### config.mk
export PLATFORM = sky130hd
export DESIGN_NAME = fetch_top
export DESIGN_NICKNAME = d
export VERILOG_FILES = /design/src/axi_lite_pkg.sv /design/src/rv_pkg.sv /design/src/pc_gen.sv /design/src/axi_fetch_master.sv /design/src/id_stage.sv /design/src/fetch_top.sv
export SDC_FILE = /design/constraint.sdc
export NUM_CORES = 1
export LEC_CHECK = 0
export BUFFER_PORTS_ARGS = -buffer_cell sky130_fd_sc_hd__buf_2
export CAP_MARGIN = 20
export CORE_UTILIZATION = 41
export DETAILED_ROUTE_END_ITERATION = 16
export PLACE_DENSITY = 0.61
export SYNTH_ARGS = -nofsm -noshare
export SYNTH_HDL_FRONTEND = slang
export SYNTH_HIERARCHICAL = 1
export SYNTH_SLANG_ARGS = --single-unit
### constraint.sdc
create_clock -name clk -period 17.1 [get_ports clk]
set_input_delay 1.71 -clock clk [delete_from_list [all_inputs] [get_ports clk]]
set_output_delay 1.71 -clock clk [all_outputs]
set_load 0.1 [all_outputs]
### src/axi_lite_pkg.sv
package axi_lite_pkg;

  // read channel widths, lite subset only
  localparam int unsigned AXI_ADDR_WIDTH = 64;
  localparam int unsigned AXI_DATA_WIDTH = 64;
  localparam int unsigned AXI_RESP_WIDTH = 2;

  // arprot bits: [0] privileged, [1] non-secure, [2] instruction
  localparam logic [2:0] AXI_PROT_FETCH = 3'b101;  // privileged secure instr

  // arsize encodes log2 of the bytes per beat
  localparam logic [2:0] AXI_SIZE_DWORD = 3'b011;  // 8 bytes

endpackage

### src/rv_pkg.sv
package rv_pkg;

  localparam int unsigned XLEN          = 64;
  localparam int unsigned ILEN          = 32;
  localparam int unsigned REG_IDX_WIDTH = 5;

  // first fetch address after reset
  localparam logic [XLEN-1:0] RESET_PC = 64'h0000_0000_8000_0000;

  // opcodes that carry an I-type immediate
  localparam logic [6:0] OPC_OP_IMM = 7'b0010011;  // addi, slti, ...
  localparam logic [6:0] OPC_LOAD   = 7'b0000011;
  localparam logic [6:0] OPC_JALR   = 7'b1100111;

  // one instruction word, two field layouts
  typedef union packed {
    struct packed {
      logic [6:0]               funct7;
      logic [REG_IDX_WIDTH-1:0] rs2;
      logic [REG_IDX_WIDTH-1:0] rs1;
      logic [2:0]               funct3;
      logic [REG_IDX_WIDTH-1:0] rd;
      logic [6:0]               opcode;
    } r;
    struct packed {
      logic [11:0]              imm;  // bits 31:20
      logic [REG_IDX_WIDTH-1:0] rs1;
      logic [2:0]               funct3;
      logic [REG_IDX_WIDTH-1:0] rd;
      logic [6:0]               opcode;
    } i;
  } rv_instr_u;

endpackage

### src/pc_gen.sv
`timescale 1ns/1ps

module pc_gen import rv_pkg::*; (
  input  logic            clk,
  input  logic            arst_n_i,

  // redirect from outside
  input  logic            jump_i,
  input  logic [XLEN-1:0] jump_pc_i,

  // from the fetch master, one per accepted AR
  input  logic            pc_step_i,

  output logic [XLEN-1:0] fetch_pc_o
);

  logic [XLEN-1:0] pc_q;
  logic [XLEN-1:0] pc_seq;

  // next sequential address, 32-bit instructions only
  assign pc_seq = pc_q + XLEN'(4);

  always_ff @(posedge clk or negedge arst_n_i) begin
    if (!arst_n_i) begin
      pc_q <= RESET_PC;
    end else if (jump_i) begin
      pc_q <= jump_pc_i;   // jump wins over step
    end else if (pc_step_i) begin
      pc_q <= pc_seq;
    end
  end

  assign fetch_pc_o = pc_q;

endmodule

### src/axi_fetch_master.sv
`timescale 1ns/1ps

module axi_fetch_master import axi_lite_pkg::*, rv_pkg::*; (
  input  logic                      clk,
  input  logic                      arst_n_i,

  input  logic                      stall_n_i,   // low holds the front end
  input  logic                      jump_i,

  // program counter side
  input  logic [XLEN-1:0]           fetch_pc_i,
  output logic                      pc_step_o,

  // AR channel
  input  logic                      ar_ready_i,
  output logic                      ar_valid_o,
  output logic [AXI_ADDR_WIDTH-1:0] ar_addr_o,
  output logic [2:0]                ar_prot_o,
  output logic [2:0]                ar_size_o,

  // R channel
  input  logic                      r_valid_i,
  output logic                      r_ready_o,
  input  logic [AXI_DATA_WIDTH-1:0] r_data_i,
  input  logic [AXI_RESP_WIDTH-1:0] r_resp_i,    // not checked, no trap path

  // to decode
  output logic                      fetch_valid_o,
  output logic [XLEN-1:0]           fetch_pc_o,
  output logic [ILEN-1:0]           fetch_instr_o
);

  // idle when neither phase is pending
  logic            ar_pend_q;
  logic            r_pend_q;
  logic            stale_q;      // outstanding read belongs to a pre-jump PC
  logic            valid_q;
  logic [XLEN-1:0] req_pc_q;     // PC of the read in flight
  logic            idle;
  logic            issue;
  logic            ar_hs;
  logic            r_hs;
  logic [ILEN-1:0] instr_sel;

  assign idle  = !ar_pend_q && !r_pend_q;
  assign issue = idle && stall_n_i;
  assign ar_hs = ar_pend_q && ar_ready_i;
  assign r_hs  = r_ready_o && r_valid_i;

  // PC bit 2 picks the half of the 64-bit beat
  assign instr_sel = req_pc_q[2] ? r_data_i[63:32] : r_data_i[31:0];

  always_ff @(posedge clk or negedge arst_n_i) begin
    if (!arst_n_i) begin
      ar_pend_q <= 1'b0;
      r_pend_q  <= 1'b0;
      stale_q   <= 1'b0;
      valid_q   <= 1'b0;
    end else begin
      valid_q <= r_hs && !stale_q && !jump_i;

      if (issue) begin
        ar_pend_q <= 1'b1;
        stale_q   <= jump_i;       // address taken before the redirect lands
      end else if (jump_i && !idle) begin
        stale_q   <= 1'b1;
      end

      if (ar_hs) begin
        ar_pend_q <= 1'b0;
        r_pend_q  <= 1'b1;
      end

      if (r_hs) begin
        r_pend_q <= 1'b0;
      end
    end
  end

  // request PC, held while the read is in flight
  always_ff @(posedge clk) begin
    if (issue) begin
      req_pc_q <= fetch_pc_i;
    end
  end

  always_ff @(posedge clk) begin
    if (r_hs) begin
      fetch_pc_o    <= req_pc_q;
      fetch_instr_o <= instr_sel;
    end
  end

  // a stale read must not move the PC past the jump target
  assign pc_step_o = ar_hs && !stale_q;

  assign ar_valid_o = ar_pend_q;
  assign ar_addr_o  = {req_pc_q[XLEN-1:3], 3'b000};  // dword aligned
  assign ar_prot_o  = AXI_PROT_FETCH;
  assign ar_size_o  = AXI_SIZE_DWORD;

  assign r_ready_o  = r_pend_q && stall_n_i;

  // a jump kills the word about to enter decode
  assign fetch_valid_o = valid_q && !jump_i;

endmodule

### src/id_stage.sv
`timescale 1ns/1ps

module id_stage import rv_pkg::*; (
  input  logic                     clk,
  input  logic                     arst_n_i,

  // from fetch
  input  logic                     fetch_valid_i,
  input  logic [XLEN-1:0]          fetch_pc_i,
  input  logic [ILEN-1:0]          fetch_instr_i,

  // decoded view of the held instruction
  output logic [XLEN-1:0]          pc_o,
  output logic [ILEN-1:0]          instr_o,
  output logic [REG_IDX_WIDTH-1:0] rd_idx_o,
  output logic [REG_IDX_WIDTH-1:0] rs1_idx_o,
  output logic [REG_IDX_WIDTH-1:0] rs2_idx_o,
  output logic [XLEN-1:0]          imm_o,
  output logic                     instr_valid_o
);

  logic [XLEN-1:0] pc_q;
  logic [ILEN-1:0] instr_q;
  logic            valid_q;
  rv_instr_u       instr_w;
  logic            is_itype;

  // fetch/decode register, loads on every fetch pulse
  always_ff @(posedge clk or negedge arst_n_i) begin
    if (!arst_n_i) begin
      pc_q    <= '0;
      instr_q <= '0;
      valid_q <= 1'b0;
    end else begin
      valid_q <= fetch_valid_i;
      if (fetch_valid_i) begin
        pc_q    <= fetch_pc_i;
        instr_q <= fetch_instr_i;
      end
    end
  end

  assign instr_w = instr_q;

  // register indices sit at the same place in every format
  assign rd_idx_o  = instr_w.r.rd;
  assign rs1_idx_o = instr_w.r.rs1;
  assign rs2_idx_o = instr_w.r.rs2;

  always_comb begin
    case (instr_w.i.opcode)
      OPC_OP_IMM,
      OPC_LOAD,
      OPC_JALR: is_itype = 1'b1;
      default:  is_itype = 1'b0;
    endcase
  end

  // sign extend imm[11:0] to XLEN
  assign imm_o = is_itype ? {{(XLEN-12){instr_w.i.imm[11]}}, instr_w.i.imm} : '0;

  assign pc_o          = pc_q;
  assign instr_o       = instr_q;
  assign instr_valid_o = valid_q;

endmodule

### src/fetch_top.sv
`timescale 1ns/1ps

module fetch_top import axi_lite_pkg::*, rv_pkg::*; (
  input  logic                      clk,
  input  logic                      arst_n_i,
  input  logic                      stall_n_i,
  input  logic                      jump_i,
  input  logic [XLEN-1:0]           jump_pc_i,

  // AXI-lite read, to memory
  input  logic                      ar_ready_i,
  output logic                      ar_valid_o,
  output logic [AXI_ADDR_WIDTH-1:0] ar_addr_o,
  output logic [2:0]                ar_prot_o,
  output logic [2:0]                ar_size_o,
  input  logic                      r_valid_i,
  output logic                      r_ready_o,
  input  logic [AXI_DATA_WIDTH-1:0] r_data_i,
  input  logic [AXI_RESP_WIDTH-1:0] r_resp_i,

  // decode results
  output logic [XLEN-1:0]           pc_o,
  output logic [ILEN-1:0]           instr_o,
  output logic [REG_IDX_WIDTH-1:0]  rd_idx_o,
  output logic [REG_IDX_WIDTH-1:0]  rs1_idx_o,
  output logic [REG_IDX_WIDTH-1:0]  rs2_idx_o,
  output logic [XLEN-1:0]           imm_o,
  output logic                      instr_valid_o
);

  logic [XLEN-1:0] pc_fetch;   // next address to request
  logic            pc_step;
  logic            if_valid;
  logic [XLEN-1:0] if_pc;
  logic [ILEN-1:0] if_instr;

  pc_gen u_pc_gen (
    .clk        (clk),
    .arst_n_i   (arst_n_i),
    .jump_i     (jump_i),
    .jump_pc_i  (jump_pc_i),
    .pc_step_i  (pc_step),
    .fetch_pc_o (pc_fetch)
  );

  axi_fetch_master u_fetch (
    .clk           (clk),
    .arst_n_i      (arst_n_i),
    .stall_n_i     (stall_n_i),
    .jump_i        (jump_i),
    .fetch_pc_i    (pc_fetch),
    .pc_step_o     (pc_step),
    .ar_ready_i    (ar_ready_i),
    .ar_valid_o    (ar_valid_o),
    .ar_addr_o     (ar_addr_o),
    .ar_prot_o     (ar_prot_o),
    .ar_size_o     (ar_size_o),
    .r_valid_i     (r_valid_i),
    .r_ready_o     (r_ready_o),
    .r_data_i      (r_data_i),
    .r_resp_i      (r_resp_i),
    .fetch_valid_o (if_valid),
    .fetch_pc_o    (if_pc),
    .fetch_instr_o (if_instr)
  );

  id_stage u_id (
    .clk           (clk),
    .arst_n_i      (arst_n_i),
    .fetch_valid_i (if_valid),
    .fetch_pc_i    (if_pc),
    .fetch_instr_i (if_instr),
    .pc_o          (pc_o),
    .instr_o       (instr_o),
    .rd_idx_o      (rd_idx_o),
    .rs1_idx_o     (rs1_idx_o),
    .rs2_idx_o     (rs2_idx_o),
    .imm_o         (imm_o),
    .instr_valid_o (instr_valid_o)
  );

endmodule

==> results_dict.tcl <==
set metrics [dict create \
    status "completed" \
    cts_tree "yes" \
    critPathCaptureType "output port" \
    core_area_sq_um 34500 \
    yosysUniqueCellTypes 50 \
    wl_mm 31.9 \
    hold_start "u_fetch/req_pc_q[0]$_DFFE_PP_" \
    cts_resized 0 \
    crit_chain "nand4b_1 -> a21oi_2 -> buf_4 -> buf_2" \
    path_buf_inv 2 \
    cp_top_family "buffers and inverters" \
    tns_ns 0 \
    clock-skew-final_ns 0.00992 \
    die_area_sq_um 35800 \
    cts_buffers 37 \
    slew_violations 0 \
    dr_wl_met3_mm 2.41 \
    ys_seq_elements 325 \
    setup_viol 0 \
    grt_pass1_vias 8376 \
    yosysWarningCount 6 \
    dr_wl_met2_mm 15.4 \
    die_w_um 189 \
    reg2reg_to "u_pc_gen/fetch_pc_o[60]$_DFFE_PN0N_" \
    synth_common_cells "164 x dfrtp_1, 160 x edfxtp_1, 137 x buf_4, 73 x nand2_1, 70 x mux2_4" \
    rsz0062_at_grt "no" \
    grt_antenna_before_repair 11 \
    period_share 0.269 \
    io_buffers 372 \
    max-slew-margin-rel 0.357 \
    crit_slowest_cell "nand4b_1" \
    drcViolationCount 0 \
    r2r_start "u_fetch/ar_valid_o$_DFFE_PN0P_" \
    cp_slowest_stage_delay_ns 0.79 \
    synthArstFlopShare 0.508 \
    via_count 8793 \
    multi_input_area_sq_um 4140 \
    clk_path_buf_depth 3 \
    layout-drive-gt1-share 0.454 \
    synth_top_area_share 0.334 \
    grt_max_degree 99 \
    whs_path_depth 0 \
    grt_pass1_wl_mm 48.2 \
    hold_class "reg -> reg" \
    start_kind "register" \
    syn_avg_cell_area_sq_um 14.1 \
    clk_pin_slew_ns 0.06 \
    io_pins 384 \
    whs_ns 0.422 \
    start_util 0.416 \
    synth.most_common_cell "dfrtp_1" \
    synth_edf_count 160 \
    cp-startpoint "u_id/instr_o[4]$_DFFE_PN0P_" \
    worstMarginPinSlew_ns 0.964 \
    dr.first_iter.drc_count 428 \
    cts_root_buffer "clkbuf_16" \
    dp_slack_ns 12.57 \
    postCtsHoldBufs 0 \
    worstPathArrival_ns 2.90 \
    clk_latency_ns 0.52 \
    min_period_ns 4.61 \
    std_cell_rows 68 \
    htreeDepth 2 \
    place_congestion 0.804 \
    regArea_sq_um 8930 \
    r2r_slack_ns 13.93 \
    drtAntennaViolNets 0 \
    ys_seq_area_frac 0.621 \
    drt-met1-wl_mm 13.3 \
    routed.top_layer "met5" \
    cp.required_ns 15.39 \
    nets 1412 \
    cts_setup_buffers 0 \
    critPathKind "reg -> out" \
    routed_via_density 4.99 \
    drv_cap 0 \
    synth_area_leaders "edfxtp_1 33%, dfrtp_1 29%, mux2_4 7.3%, buf_4 7.2%, mux2_2 4.9%" \
    wl_per_cell_um 18.1 \
    grt-ovfl-total 0 \
    fillerInstances 3097 \
    syn-cell-area_sq_um 14400 \
    path_max_fanout 53 \
    ff2ff_path_depth 7 \
    grt_usage 0.176 \
    firstDrtPassIters 5 \
    hold_end "u_fetch/fetch_pc_o[0]$_DFFE_PP_" \
    dp_hpwl_mm 21.7 \
    die_y_um 189 \
    hold_viol 0 \
    fmax_mhz 217 \
    fin_util 0.487 \
    synth_cells 1019 \
    syn_to_final_growth_pct 16.9 \
    final.setup.worst_slack_ns 12.49 \
    cts.sinks 325 \
    yosysTopAreaCell "edfxtp_1" \
    yosys_most_used_dff "dfrtp_1" \
]
## kinds of logic (layout without fill, tap and decap cells)
| kind of cell | Yosys count | in the layout | share of synthesized area |
|---|---|---|---|
| buffers and inverters | 182 | 457 | 0.0942 |
| and+or+nand+nor | 240 | 240 | 0.0946 |
| muxes | 135 | 135 | 0.124 |
| other | 2 | 14 | 0.000522 |
| adders and majority gates | 1 | 1 | 0.000870 |
| xor gates and xnor gates | 48 | 48 | 0.0292 |
| DFF | 325 | 325 | 0.621 |
| AOI/OAI and AO/OA | 86 | 86 | 0.0353 |
## worst max-delay path by stage
stage          slack [ns]                             endpoint  cells after the start
6_report            12.49                            imm_o[48]                      4
5_1_grt             12.36                            imm_o[55]                      4
4_1_cts             12.48                            imm_o[48]                      4
3_5_place_dp        12.57  u_pc_gen/fetch_pc_o[60]$_DFFE_PN0N_                      8
3_3_place_gp        12.60  u_pc_gen/fetch_pc_o[60]$_DFFE_PN0N_                      8
2_1_floorplan        9.96          u_fetch/stale_q$_DFFE_PN0P_                      2
## layer usage
metal  GRT usage  vias up
met4      0.0537       12
met2       0.292      344
met3      0.0482       57
met1       0.223     4312
met5           0        -
li1            -     4068
## layout make-up
cell class	count	area share
Antenna cell	5	0.000744
Multi-Input combinational cell	519	0.246
Tap cell	455	0.0339
Timing Repair Buffer	383	0.116
Inverter	9	0.00201
Sequential cell	325	0.532
Clock buffer	52	0.0596
Clock inverter	13	0.0100
## registers in the layout, summed over array words and instances, names as in the netlist
register,flops
u_id/instr_valid_o,1
u_id/pc_o,64
u_fetch/stale_q,1
u_fetch/fetch_instr_o,32
u_fetch/req_pc_q,64
u_fetch/valid_q,1
u_fetch/fetch_pc_o,64
u_id/instr_o,32
u_fetch/ar_valid_o,1
u_fetch/r_pend_q,1
u_pc_gen/fetch_pc_o,64
## cells in the final DEF, fill, tap and decap left out, drive strengths merged, types with 9 or more instances in the layout
cell type,netlist,layout
nand2,73,73
edfxtp,160,160
o21ai,52,52
xor2,32,32
nand4,37,37
nor2,29,29
inv,9,9
nand3,24,24
buf,155,383
nor3,10,10
a31oi,10,10
clkbuf,18,52
xnor2,16,16
mux2,132,132
a21oi,15,15
nand4b,14,14
nor4,15,15
conb,2,9
dfrtp,164,164
## stage by stage
stage	instance area, sq um	std cells
global placement	15600	1691
global route	16800	1757
detailed placement	15600	1691
finish	16800	1761
floorplan	14400	1026
CTS	16800	1756
Power is not shown: default switching activity piles up to over one toggle a cycle in this logic, so the estimate is an artifact.
